File: src/logic/ledger_pkg.sv
/* storage-side types for the per-client ledgers
   the index type lines up with the client id of the trading package */
`default_nettype none

package ledger_pkg;

  // one table entry per client
  localparam int num_clients = 32;

  // table index, same width as a client id
  typedef logic [$clog2(num_clients)-1:0] ledger_index_t;

endpackage

`default_nettype wire

File: src/logic/risk_pkg.sv
/* trading-side types shared by the risk gate blocks and its testbench
   covers client ids, amounts, running totals, config opcodes and decisions */
`default_nettype none

package risk_pkg;

  // one of up to 32 trading clients
  typedef logic [4:0] client_id_t;

  // amount carried by a single order or cancellation
  typedef logic [15:0] amount_t;

  // running totals and per-client limits
  typedef logic [31:0] total_t;

  // configuration write opcodes
  typedef enum logic [1:0] {
    set_limit = 2'd0,
    halt      = 2'd1,
    resume    = 2'd2
  } cfg_op_t;

  // response code returned for every order
  typedef enum logic [1:0] {
    accepted   = 2'd0,
    over_limit = 2'd1,
    halted     = 2'd2
  } decision_t;

endpackage

`default_nettype wire
File: src/logic/ledger_if.sv
/* read/write bundle between a client ledger and the block that owns its contents
   read data lags the index by one cycle, writes land on the clock edge */
`timescale 1ns/1ps
`default_nettype none

interface ledger_if #(
  parameter int  depth   = ledger_pkg::num_clients,
  parameter type entry_t = risk_pkg::total_t
);

  typedef logic [$clog2(depth)-1:0] index_t;

  index_t rd_index;
  entry_t rd_data;
  logic   wr_en;
  index_t wr_index;
  entry_t wr_data;

  // block that reads and updates the table
  modport user (output rd_index, wr_en, wr_index, wr_data, input rd_data);

  // the table itself
  modport ledger (input rd_index, wr_en, wr_index, wr_data, output rd_data);

endinterface

`default_nettype wire

File: src/logic/order_gate.sv
/* upstream order checker with one order in flight at a time
   reads accumulated, cancelled and limit for the client, decides, books accepts */
`timescale 1ns/1ps
`default_nettype none

module order_gate (
  input  logic                      clk,
  input  logic                      rst_n,
  input  logic                      order_valid,
  output logic                      order_ready,
  input  risk_pkg::client_id_t      order_client_id,
  input  risk_pkg::amount_t         order_amount,
  output logic                      resp_valid,
  input  logic                      resp_ready,
  output risk_pkg::decision_t       resp_decision,
  output risk_pkg::client_id_t      resp_client_id,
  ledger_if.user                    acc,
  output ledger_pkg::ledger_index_t cxl_rd_index,
  input  risk_pkg::total_t          cxl_rd_data,
  output risk_pkg::client_id_t      lim_index,
  input  risk_pkg::total_t          lim_data,
  input  logic                      halted
);

  import risk_pkg::*;

  // one spare bit so neither sum can wrap
  localparam int sum_w = $bits(total_t) + 1;
  typedef logic [sum_w-1:0] sum_t;

  typedef enum logic [1:0] {
    st_idle    = 2'd0,
    st_lookup  = 2'd1,
    st_respond = 2'd2
  } state_t;

  state_t     state_q;
  logic       data_ready_q;
  client_id_t id_q;
  amount_t    amount_q;
  decision_t  decision_q;

  logic      order_fire;
  logic      decide;
  sum_t      need_sum;
  sum_t      room_sum;
  logic      fits;
  decision_t decision;

  assign order_ready = (state_q == st_idle);
  assign order_fire  = order_valid && order_ready;
  assign resp_valid  = (state_q == st_respond);

  // ledger and limit data are valid in the second lookup cycle
  assign decide = (state_q == st_lookup) && data_ready_q;

  // all three tables are indexed by the held client id
  assign acc.rd_index = id_q;
  assign cxl_rd_index = id_q;
  assign lim_index    = id_q;

  always_comb begin
    need_sum = sum_t'(acc.rd_data) + sum_t'(amount_q);
    room_sum = sum_t'(lim_data) + sum_t'(cxl_rd_data);
    // a booked total must still fit the table width
    fits = (need_sum <= room_sum) && !need_sum[sum_w-1];
    if (halted) begin
      decision = risk_pkg::halted;
    end else if (fits) begin
      decision = accepted;
    end else begin
      decision = over_limit;
    end
  end

  // book the new accumulated total on accept only
  assign acc.wr_en    = decide && (decision == accepted);
  assign acc.wr_index = id_q;
  assign acc.wr_data  = need_sum[sum_w-2:0];

  always_ff @(posedge clk) begin
    if (!rst_n) begin
      state_q      <= st_idle;
      data_ready_q <= 1'b0;
    end else begin
      case (state_q)
        st_idle: begin
          data_ready_q <= 1'b0;
          if (order_fire) begin
            state_q <= st_lookup;
          end
        end
        st_lookup: begin
          data_ready_q <= 1'b1;
          if (data_ready_q) begin
            state_q <= st_respond;
          end
        end
        st_respond: begin
          if (resp_ready) begin
            state_q <= st_idle;
          end
        end
        default: state_q <= st_idle;
      endcase
    end
  end

  // order payload and the decision it produced
  always_ff @(posedge clk) begin
    if (order_fire) begin
      id_q     <= order_client_id;
      amount_q <= order_amount;
    end
    if (decide) begin
      decision_q <= decision;
    end
  end

  assign resp_decision  = decision_q;
  assign resp_client_id = id_q;

  resp_held: assert property (
    @(posedge clk) disable iff (!rst_n)
    resp_valid && !resp_ready |=>
      resp_valid && $stable(resp_decision) && $stable(resp_client_id)
  ) else $error("response changed while stalled");

endmodule

`default_nettype wire

File: src/flat_wrapper.sv
// flat-port wrapper written by rule: the top's interface ports become plain ports
module order_gate_flat import risk_pkg::*;
  (clk, rst_n, order_valid, order_ready, order_client_id, order_amount, resp_valid, resp_ready, resp_decision, resp_client_id, cxl_rd_index, cxl_rd_data, lim_index, lim_data, halted, acc_rd_index, acc_wr_en, acc_wr_index, acc_wr_data, acc_rd_data);
  ledger_if acc_i ();
  input  logic clk;
  input  logic rst_n;
  input  logic order_valid;
  output logic order_ready;
  input  risk_pkg::client_id_t order_client_id;
  input  risk_pkg::amount_t order_amount;
  output logic resp_valid;
  input  logic resp_ready;
  output risk_pkg::decision_t resp_decision;
  output risk_pkg::client_id_t resp_client_id;
  output ledger_pkg::ledger_index_t cxl_rd_index;
  input  risk_pkg::total_t cxl_rd_data;
  output risk_pkg::client_id_t lim_index;
  input  risk_pkg::total_t lim_data;
  input  logic halted;
  output wire logic [$bits(acc_i.rd_index)-1:0] acc_rd_index;
  output wire logic [$bits(acc_i.wr_en)-1:0] acc_wr_en;
  output wire logic [$bits(acc_i.wr_index)-1:0] acc_wr_index;
  output wire logic [$bits(acc_i.wr_data)-1:0] acc_wr_data;
  input wire logic [$bits(acc_i.rd_data)-1:0] acc_rd_data;
  assign acc_rd_index = acc_i.rd_index;
  assign acc_wr_en = acc_i.wr_en;
  assign acc_wr_index = acc_i.wr_index;
  assign acc_wr_data = acc_i.wr_data;
  assign acc_i.rd_data = acc_rd_data;
  order_gate u_core (.clk(clk), .rst_n(rst_n), .order_valid(order_valid), .order_ready(order_ready), .order_client_id(order_client_id), .order_amount(order_amount), .resp_valid(resp_valid), .resp_ready(resp_ready), .resp_decision(resp_decision), .resp_client_id(resp_client_id), .acc(acc_i), .cxl_rd_index(cxl_rd_index), .cxl_rd_data(cxl_rd_data), .lim_index(lim_index), .lim_data(lim_data), .halted(halted));
endmodule
File: config.mk
export PLATFORM = sky130hd
export DESIGN_NAME = order_gate_flat
export DESIGN_NICKNAME = d
export VERILOG_FILES = /design/src/logic/ledger_pkg.sv /design/src/logic/risk_pkg.sv /design/src/logic/ledger_if.sv /design/src/logic/order_gate.sv /design/src/flat_wrapper.sv
export SDC_FILE = /design/constraint.sdc
export NUM_CORES = 1
export LEC_CHECK = 0
export ABC_CLOCK_PERIOD_IN_PS = 7000
export CORE_MARGIN = 2
export CORE_UTILIZATION = 52
export CTS_CLUSTER_SIZE = 14
export DETAILED_ROUTE_END_ITERATION = 16
export DONT_BUFFER_PORTS = 1
export GPL_ROUTABILITY_DRIVEN = 0
export PLACE_DENSITY = 0.67
export SYNTH_ARGS = -nofsm -noshare
export SYNTH_HDL_FRONTEND = slang
export SYNTH_SLANG_ARGS = --single-unit
File: constraint.sdc
create_clock -name clk -period 7 [get_ports clk]
set_clock_uncertainty 0.05 [all_clocks]
set_input_delay 1.4 -clock clk [delete_from_list [all_inputs] [get_ports clk]]
set_output_delay 1.4 -clock clk [all_outputs]
set_load 0.005 [all_outputs]
==> flow_metrics.py, run 1 <==
metrics = {
    "final_layout": {
        "area_growth_pct": 0.359,
        "layout_common_cells": "81 x ha_1, 56 x a21oi_1, 46 x nand2_1, 33 x xnor2_1, 32 x nor2_1",
        "antenna_cells_inserted": 0,
        "final_common_cell": "ha_1",
        "layout-drive-gt1-share_pct": 4.21,
        "fillers": 835,
        "fin_nets": 728,
    },
    "die": {
        "die_y_um": 97.4,
        "start_util_pct": 52.8,
        "core_sq_mm": 0.00859,
        "fp.dieArea_sq_mm": 0.00948,
        "fp.dieW_um": 97.4,
        "rows": 34,
        "pin_count": 184,
    },
    "setup_path": {
        "start_kind": "primary input",
        "rr_worst_depth": 18,
        "endpoint": "acc_wr_en",
        "cp.arrival_ps": 5140,
        "worst_path_largest_cell_delay_ps": 390,
        "r2r_end": "u_core.resp_decision[0]",
        "cp-startpoint": "acc_rd_data[0]",
        "path_class": "primary input to output pin",
        "cp-end-kind": "output pin",
        "worstPathRequired_ps": 5550,
        "r2r_slack_ps": 2780,
        "cpMaxStageDelayCell": "fa_1",
        "reg2reg_from": "u_core.amount_q[0]",
        "critPathMaxFanout": 5,
        "crit_chain": "ha_1, inv_1, fa_1, nand2b_1, a21oi_1, o2111ai_1, o21ai_2, a31o_2, nand3_1, xnor2_1, ha_1, a21o_1, a21o_1, a211oi_1, o21ai_0, a21oi_1, a2bb2oi_1, and4b_1",
    },
    "synth": {
        "synth-edff-count": 23,
        "synth_nets": 748,
        "synth_area_leaders": "ha_1 22%, edfxtp_1 15%, xnor2_1 6.4%, a21oi_1 6.2%, xor2_1 4.6%",
        "synth_cell_type_count": 65,
        "synthesis.area_sq_mm": 0.00453,
        "avgSynthCellArea_sq_um": 8.35,
        "synth_top_cell_area_share_pct": 22.4,
        "ys_warn_count": 0,
        "synth_top_area_cell": "ha_1",
        "ys_seq_elements": 26,
        "synth_ff_type": "edfxtp_1",
        "seq_area_frac_synth_pct": 16.6,
        "async_reset_ff_share_pct": 0,
        "syn_inst": 543,
    },
    "global_route": {
        "grt_start_max_net_pins": 22,
        "gr-total-overflow": 0,
        "grt_pass1_vias": 3839,
        "grtUsageTotal_pct": 22.4,
        "grt_pass1_wl_um": 17800,
        "antenna_found_initial": 0,
    },
    "routing": {
        "wire_per_inst_um": 17.5,
        "met1_length_um": 4400,
        "ant_nets": 0,
        "vias": 3902,
        "drt-initial-drc-count": 162,
        "post_drt_via_cell_ratio": 6.19,
        "met2_wirelength_um": 5610,
        "firstDrtPassIters": 4,
        "wl_met3_um": 863,
        "routed.top_layer": "met4",
        "drt-total-wl_um": 11000,
        "drc_errors": 0,
    },
    "power": {
        "leakage_nw": 1.99,
        "pwr_density_cell_mw_per_mm2": 154,
        "peakVddDrop_mv": 0.0878,
    },
    "clocking": {
        "cts_setup_buffers": 0,
        "cts_tree": "yes",
        "cts_buffers": 3,
        "clockBufferDepth": 2,
        "cts.clk_slew.worst_paths_ps": 80,
        "cts_root_buf": "clkbuf_8",
        "cts.sinks": 26,
        "hold_buffers": 0,
        "worstSkewPairLatency_ps": 270,
        "postCtsResizedCells": 0,
        "cts-htree-levels": 1,
    },
    "sta": {
        "slew_viol_final": 0,
        "fmax_ghz": 0.152,
        "slew_headroom_pct": 35.8,
        "tns_ps": 0,
        "finalCritPeriodShare_pct": 94.1,
        "setup_viol": 0,
        "hold_viol_final": 0,
        "worst_pin_slew_ps": 963,
        "layout_min_cycle_time_ps": 6590,
        "rsz0062_at_grt": "false",
        "hold_slack_ps": 480,
    },
    "hold_path": {
        "hold_path.class": "flip-flop to flip-flop",
    },
    "placed_design": {
        "dp_hpwl_um": 9630,
        "portBuffers": 0,
    },
    "job": {
        "maxCapViolations": 0,
    },
    "outcome": {
        "status": "finished clean",
    },
}
## registers in the layout, indices dropped and copies added, names as in the netlist
signal / cells
u_core.resp_decision: 2
u_core.state_q: 2
u_core.acc.rd_index: 5
u_core.amount_q: 16
u_core.data_ready_q: 1
## final cells by class
type                       count  area, sq um  area share, %
inverter                      15         56.3           1.24
multi-input combinational    475         3550           78.0
timing repair buffer           2         15.0          0.330
clock buffer                   3         41.3          0.908
tap                          108          135           2.97
clock inverter                 1         3.75         0.0825
sequential                    26          751           16.5
## routing by layer
| metal | vias up | track usage [%] |
|---|---|---|
| met3 | 10 | 5.83 |
| li1 | 1966 | - |
| met5 | - | 0 |
| met2 | 127 | 41.8 |
| met4 | 0 | 3.95 |
| met1 | 1799 | 25.7 |
## report_power, final
part / switching [mW] / internal [mW] / total, mW / leakage, nW
logic: 0.247 / 0.181 / 0.427 / 1.72
clock network: 0.0454 / 0.0393 / 0.0848 / 0.0231
registers: 0.00687 / 0.180 / 0.187 / 0.243
## worst max-delay path: cells and delay by family
kind	cells	cell delay (ps)
adders and majority gates	3	850
xor gates and xnor gates	1	320
AOI/OAI and AO/OA	10	1950
buffers and inverters	1	60
and+or+nand+nor	3	550
## worst min-delay path by stage
stage	start	to	slack (ps)	cells past startpoint
2_1_floorplan	u_core.state_q[1]	u_core.state_q[0]	430	1
3_3_place_gp	u_core.state_q[1]	u_core.state_q[0]	450	1
3_5_place_dp	u_core.data_ready_q	u_core.data_ready_q	460	2
4_1_cts	u_core.state_q[1]	u_core.state_q[0]	480	1
5_1_grt	u_core.state_q[1]	u_core.state_q[0]	520	1
6_report	u_core.state_q[1]	u_core.state_q[0]	480	1
## cell usage after synthesis (all sizes together), types with 16 or more instances
master and number:
and3 16, nand3 20, o21ai 25, buf 22, edfxtp 23, nand2 46, xnor2 33, xor2 24
ha 81, nor2 32, a21o 23, a21oi 57
## through the flow
step                      cells  power (mW)  util [%]  area, sq um  worst slack [ps]
final                       630       0.699      52.9         4550               413
after global routing        630       0.768      52.9         4550              51.4
after CTS                   630       0.703      52.9         4550               423
after detailed placement    626       0.618      52.4         4500               440
after global placement      626       0.605      52.4         4500               557
after floorplan             543       0.532         -         4530               930
## cells by family after synthesis
group,synth area share (%)
and+or+nand+nor,19.1
AOI/OAI and AO/OA,24.0
adders and majority gates,23.2
xor gates and xnor gates,11.0
buffers and inverters,5.19
DFF,16.6
muxes,0.883
(Power assumes the default switching activity.)
==> inputs of run 2 (changes only) <==
Settings changed: CORE_MARGIN 2 to 4.
==> run 2 against run 1 <==
Compared with the run above: flip-flop and latch count is the same; die area is 8.4% higher; maximum frequency fell by 0.33%; largest cell class unchanged; largest power group unchanged; highest routed layer unchanged.
==> flow_metrics.py, run 2 (synthesized netlist as in run 1, its figures left out) <==
metrics = {
    "outcome": {
        "status": "finished clean",
    },
    "die": {
        "rows": 33,
        "start_util_pct": 54.4,
        "die_y_um": 101,
        "fp.dieArea_sq_mm": 0.0103,
        "core_sq_mm": 0.00834,
        "fp.dieW_um": 101,
        "pin_count": 184,
    },
    "sta": {
        "worst_pin_slew_ps": 945,
        "rsz0062_at_grt": "false",
        "slew_viol_final": 0,
        "finalCritPeriodShare_pct": 94.4,
        "fmax_ghz": 0.151,
        "setup_viol": 0,
        "tns_ps": 0,
        "slew_headroom_pct": 37.0,
        "layout_min_cycle_time_ps": 6610,
        "hold_viol_final": 0,
    },
    "final_layout": {
        "layout-drive-gt1-share_pct": 4.22,
        "final_common_cell": "ha_1",
        "antenna_cells_inserted": 0,
        "fin_nets": 727,
        "regMostFlops": "u_core.amount_q",
        "fillers": 798,
        "largest_reg_flops": 16,
        "layout_common_cells": "81 x ha_1, 56 x a21oi_1, 46 x nand2_1, 33 x xnor2_1, 32 x nor2_1",
        "area_growth_pct": 0.690,
    },
    "routing": {
        "post_drt_via_cell_ratio": 6.25,
        "vias": 3913,
        "wire_per_inst_um": 18.2,
        "met1_length_um": 4640,
        "drt-initial-drc-count": 177,
        "met2_wirelength_um": 5650,
        "routed.top_layer": "met4",
        "wl_met3_um": 1050,
        "ant_nets": 0,
        "firstDrtPassIters": 4,
        "drc_errors": 0,
        "drt-total-wl_um": 11400,
    },
    "clocking": {
        "cts-htree-levels": 1,
        "cts_root_buf": "clkbuf_8",
        "worstSkewPairLatency_ps": 270,
        "cts.clk_slew.worst_paths_ps": 90,
        "cts_tree": "yes",
        "cts_setup_buffers": 0,
        "cts_buffers": 3,
        "postCtsResizedCells": 0,
        "clockBufferDepth": 2,
        "cts.sinks": 26,
        "hold_buffers": 0,
    },
    "power": {
        "leakage_nw": 1.99,
        "finalPower_mw": 0.736,
        "peakVddDrop_mv": 0.144,
        "pwr_density_cell_mw_per_mm2": 161,
    },
    "job": {
        "maxCapViolations": 0,
    },
    "setup_path": {
        "r2r_slack_ps": 2750,
        "r2r_end": "u_core.resp_decision[0]",
        "cp-startpoint": "acc_rd_data[0]",
        "rr_worst_depth": 18,
        "cpMaxStageDelayCell": "fa_1",
        "crit_chain": "ha_1, inv_1, fa_1, nand2b_1, a21oi_1, o2111ai_1, o21ai_2, a31o_2, nand3_1, xnor2_1, ha_1, a21o_1, a21o_1, a211oi_1, o21ai_0, a21oi_1, a2bb2oi_1, and4b_1",
        "cp_top_family": "compound AO/OA/AOI/OAI gates",
        "critPathMaxFanout": 5,
        "worst_path_largest_cell_delay_ps": 390,
        "start_kind": "primary input",
        "endpoint": "acc_wr_en",
        "path_class": "primary input to output pin",
        "cp-end-kind": "output pin",
        "crit_buf_inv": 1,
        "cp.arrival_ps": 5160,
        "worst-path-stages": 18,
        "reg2reg_from": "u_core.amount_q[0]",
        "worstPathRequired_ps": 5550,
    },
    "global_route": {
        "antenna_found_initial": 0,
        "gr-total-overflow": 0,
        "grtUsageTotal_pct": 21.3,
        "grt_pass1_wl_um": 18000,
        "grt_start_max_net_pins": 22,
        "grt_pass1_vias": 3820,
    },
    "hold_path": {
        "hold_path.class": "flip-flop to flip-flop",
    },
    "placed_design": {
        "dp_hpwl_um": 9990,
        "portBuffers": 0,
    },
}
-- run 2: metrics by stage --
step	hold slack [ps]	utilization, %	instance area (sq um)	worst slack, ps	std cells
after floorplan	428	-	4530	930	543
after detailed placement	461	53.9	4490	402	622
after global routing	519	54.7	4560	65.6	626
after CTS	477	54.7	4560	378	626
after global placement	451	53.9	4490	524	622
final	472	54.7	4560	391	626
-- run 2: worst reg2reg max path, delay by kind of cell (launching register included) --
family | cells | cell delay, ps
xor+xnor | 1 | 280
fa+ha+maj | 3 | 860
buf+inv | 1 | 60
simple gates | 2 | 280
compound gates | 11 | 2150
flops | 1 | 340
-- run 2: worst min-delay path by stage --
| stage | slack (ps) | cells after the start | startpoint | to |
|---|---|---|---|---|
| floorplan | 430 | 1 | u_core.state_q[1] | u_core.state_q[0] |
| global placement | 450 | 1 | u_core.state_q[1] | u_core.state_q[0] |
| detailed placement | 460 | 1 | u_core.state_q[1] | u_core.state_q[0] |
| CTS | 480 | 1 | u_core.state_q[1] | u_core.state_q[0] |
| global route | 520 | 1 | u_core.state_q[1] | u_core.state_q[0] |
| finish | 470 | 1 | u_core.state_q[1] | u_core.state_q[0] |
-- run 2: layer usage --
layer | GRT usage (%) | up-vias
li1 | - | 1961
met1 | 26.1 | 1812
met2 | 38.1 | 136
met3 | 6.34 | 4
met4 | 2.15 | 0
met5 | 0 | -
-- run 2: final cells by class --
class / instances / area [sq um] / share of cell area, %
Sequential cell: 26 / 751 / 16.4
Tap cell: 105 / 131 / 2.88
Clock inverter: 1 / 30.0 / 0.658
Multi-Input combinational cell: 475 / 3550 / 77.7
Timing Repair Buffer: 1 / 7.51 / 0.164
Inverter: 15 / 56.3 / 1.23
Clock buffer: 3 / 41.3 / 0.905
-- run 2: power by group --
group	leakage, nW	internal (mW)	switching [mW]	total, mW
clock	0.0357	0.0764	0.0450	0.121
combinational	1.72	0.179	0.248	0.428
sequential	0.243	0.180	0.00668	0.187
total	1.99	0.436	0.300	0.736
==> inputs of run 3 (changes only) <==
Settings changed: REMOVE_ABC_BUFFERS set to 1, SLEW_MARGIN set to 10.
==> run 3 against run 2 <==
Compared with the run above: highest routed layer unchanged; via count shrank 1.2%; largest cell class unchanged; first-iteration DRC count shrank 46%; power shrank 4.0%; cell count down 0.16%.
==> flow_metrics.py, run 3 (synthesized netlist as in run 1, its figures left out) <==
metrics = {
    "sta": {
        "slew_headroom_pct": 38.8,
        "fmax_ghz": 0.149,
        "fin_ws_ps": 274,
        "tns_ps": 0,
        "slew_viol_final": 0,
        "hold_viol_final": 0,
        "setup_viol": 0,
        "layout_min_cycle_time_ps": 6730,
        "worst_pin_slew_ps": 918,
        "finalCritPeriodShare_pct": 96.1,
        "rsz0062_at_grt": "false",
    },
    "clocking": {
        "cts_tree": "yes",
        "hold_buffers": 0,
        "cts.sinks": 26,
        "cts_root_buf": "clkbuf_8",
        "clockBufferDepth": 2,
        "postCtsResizedCells": 0,
        "cts.clk_slew.worst_paths_ps": 90,
        "cts_setup_buffers": 0,
        "cts_buffers": 3,
        "worstSkewPairLatency_ps": 270,
        "cts-htree-levels": 1,
    },
    "routing": {
        "ant_nets": 0,
        "post_drt_via_cell_ratio": 6.19,
        "drt-initial-drc-count": 96,
        "drc_errors": 0,
        "drt-total-wl_um": 11200,
        "firstDrtPassIters": 4,
        "wire_per_inst_um": 17.9,
        "vias": 3867,
    },
    "setup_path": {
        "rr_worst_depth": 18,
        "start_kind": "primary input",
        "worst_path_largest_cell_delay_ps": 400,
        "r2r_end": "u_core.resp_decision[0]",
        "cp.arrival_ps": 5280,
        "crit_buf_inv": 1,
        "worstPathRequired_ps": 5550,
        "critPathMaxFanout": 5,
        "crit_chain": "ha_1, inv_1, fa_1, nand2b_1, a21oi_1, o2111ai_1, o21ai_2, a211o_1, nand3_1, xnor2_1, ha_1, a21o_1, a211oi_1, o21bai_1, a21o_1, a21oi_1, a2bb2oi_1, and4b_1",
        "cp-end-kind": "output pin",
        "cp_top_family": "compound AO/OA/AOI/OAI gates",
        "r2r_slack_ps": 2610,
        "reg2reg_from": "u_core.amount_q[0]",
        "cpMaxStageDelayCell": "fa_1",
        "path_class": "primary input to output pin",
    },
    "final_layout": {
        "area_growth_pct": 0.165,
        "regMostFlops": "u_core.amount_q",
        "final_common_cell": "ha_1",
        "layout-drive-gt1-share_pct": 4.04,
        "fillers": 794,
        "antenna_cells_inserted": 0,
        "utilization_pct": 54.4,
        "largest_reg_flops": 16,
        "layout_common_cells": "81 x ha_1, 56 x a21oi_1, 46 x nand2_1, 33 x xnor2_1, 32 x nor2_1",
        "fin_nets": 726,
    },
    "hold_path": {
        "hold_depth": 1,
        "worstHoldStart": "u_core.state_q[1]",
        "hold_path.class": "flip-flop to flip-flop",
        "holdPathEnd": "u_core.state_q[0]",
    },
    "die": {
        "start_util_pct": 54.4,
        "core_sq_mm": 0.00834,
        "pin_count": 184,
        "fp.dieArea_sq_mm": 0.0103,
        "die_y_um": 101,
        "fp.dieW_um": 101,
        "rows": 33,
    },
    "global_route": {
        "grt_start_max_net_pins": 22,
        "gr-total-overflow": 0,
        "grtUsageTotal_pct": 21.2,
        "antenna_found_initial": 0,
        "grt_pass1_wl_um": 17900,
        "grt_pass1_vias": 3782,
    },
    "placed_design": {
        "dp_slack_ps": 337,
        "portBuffers": 0,
        "dp_hpwl_um": 9910,
    },
    "power": {
        "pwr_density_cell_mw_per_mm2": 156,
        "peakVddDrop_mv": 0.132,
        "leakage_nw": 1.98,
        "finalPower_mw": 0.706,
    },
    "outcome": {
        "status": "finished clean",
    },
    "job": {
        "maxCapViolations": 0,
    },
}
## run 3: cell types whose count changed in the layout (fill, tap and decap cells not counted)
cell and change:
buf_4 -1, bufinv_16 -1, clkbuf_8 +1
## run 3: per-layer routing
| layer | global-route usage (%) | part of all wire [%] | vias to the layer above |
|---|---|---|---|
| li1 | - | - | 1957 |
| met1 | 28.0 | 44 | 1750 |
| met2 | 34.4 | 45 | 146 |
| met3 | 6.89 | 10 | 14 |
| met4 | 3.78 | 1.2 | 0 |
| met5 | 0 | 0 | - |
## run 3: how the worst max path moves through the flow
stage / depth (start not counted) / endpoint / from / slack (ps)
CTS: 18 / acc_wr_en / acc_rd_data[0] / 320
global route: 18 / acc_wr_en / acc_rd_data[0] / 20
global placement: 18 / acc_wr_en / acc_rd_data[0] / 390
floorplan: 18 / acc_wr_en / acc_rd_data[0] / 930
finish: 18 / acc_wr_en / acc_rd_data[0] / 270
detailed placement: 18 / acc_wr_en / acc_rd_data[0] / 340
## run 3: area by class of cell
type	count	area (sq um)	area share, %
Clock buffer	4	55.1	1.21
Inverter	15	56.3	1.24
Multi-Input combinational cell	475	3550	78.1
Sequential cell	26	751	16.5
Tap cell	105	131	2.89
## run 3: power breakdown
group	total, mW	switching (mW)	internal [mW]
Clock	0.0930	0.0428	0.0502
Sequential	0.187	0.00717	0.180
Combinational	0.426	0.247	0.179
## run 3: per-stage QoR
step           cells  hold slack, ps  area [sq um]
4_1_cts          625             479          4540
5_1_grt          625             523          4540
3_5_place_dp     621             467          4490
3_3_place_gp     621             451          4490
2_1_floorplan    516             428          4350
6_report         625             480          4540
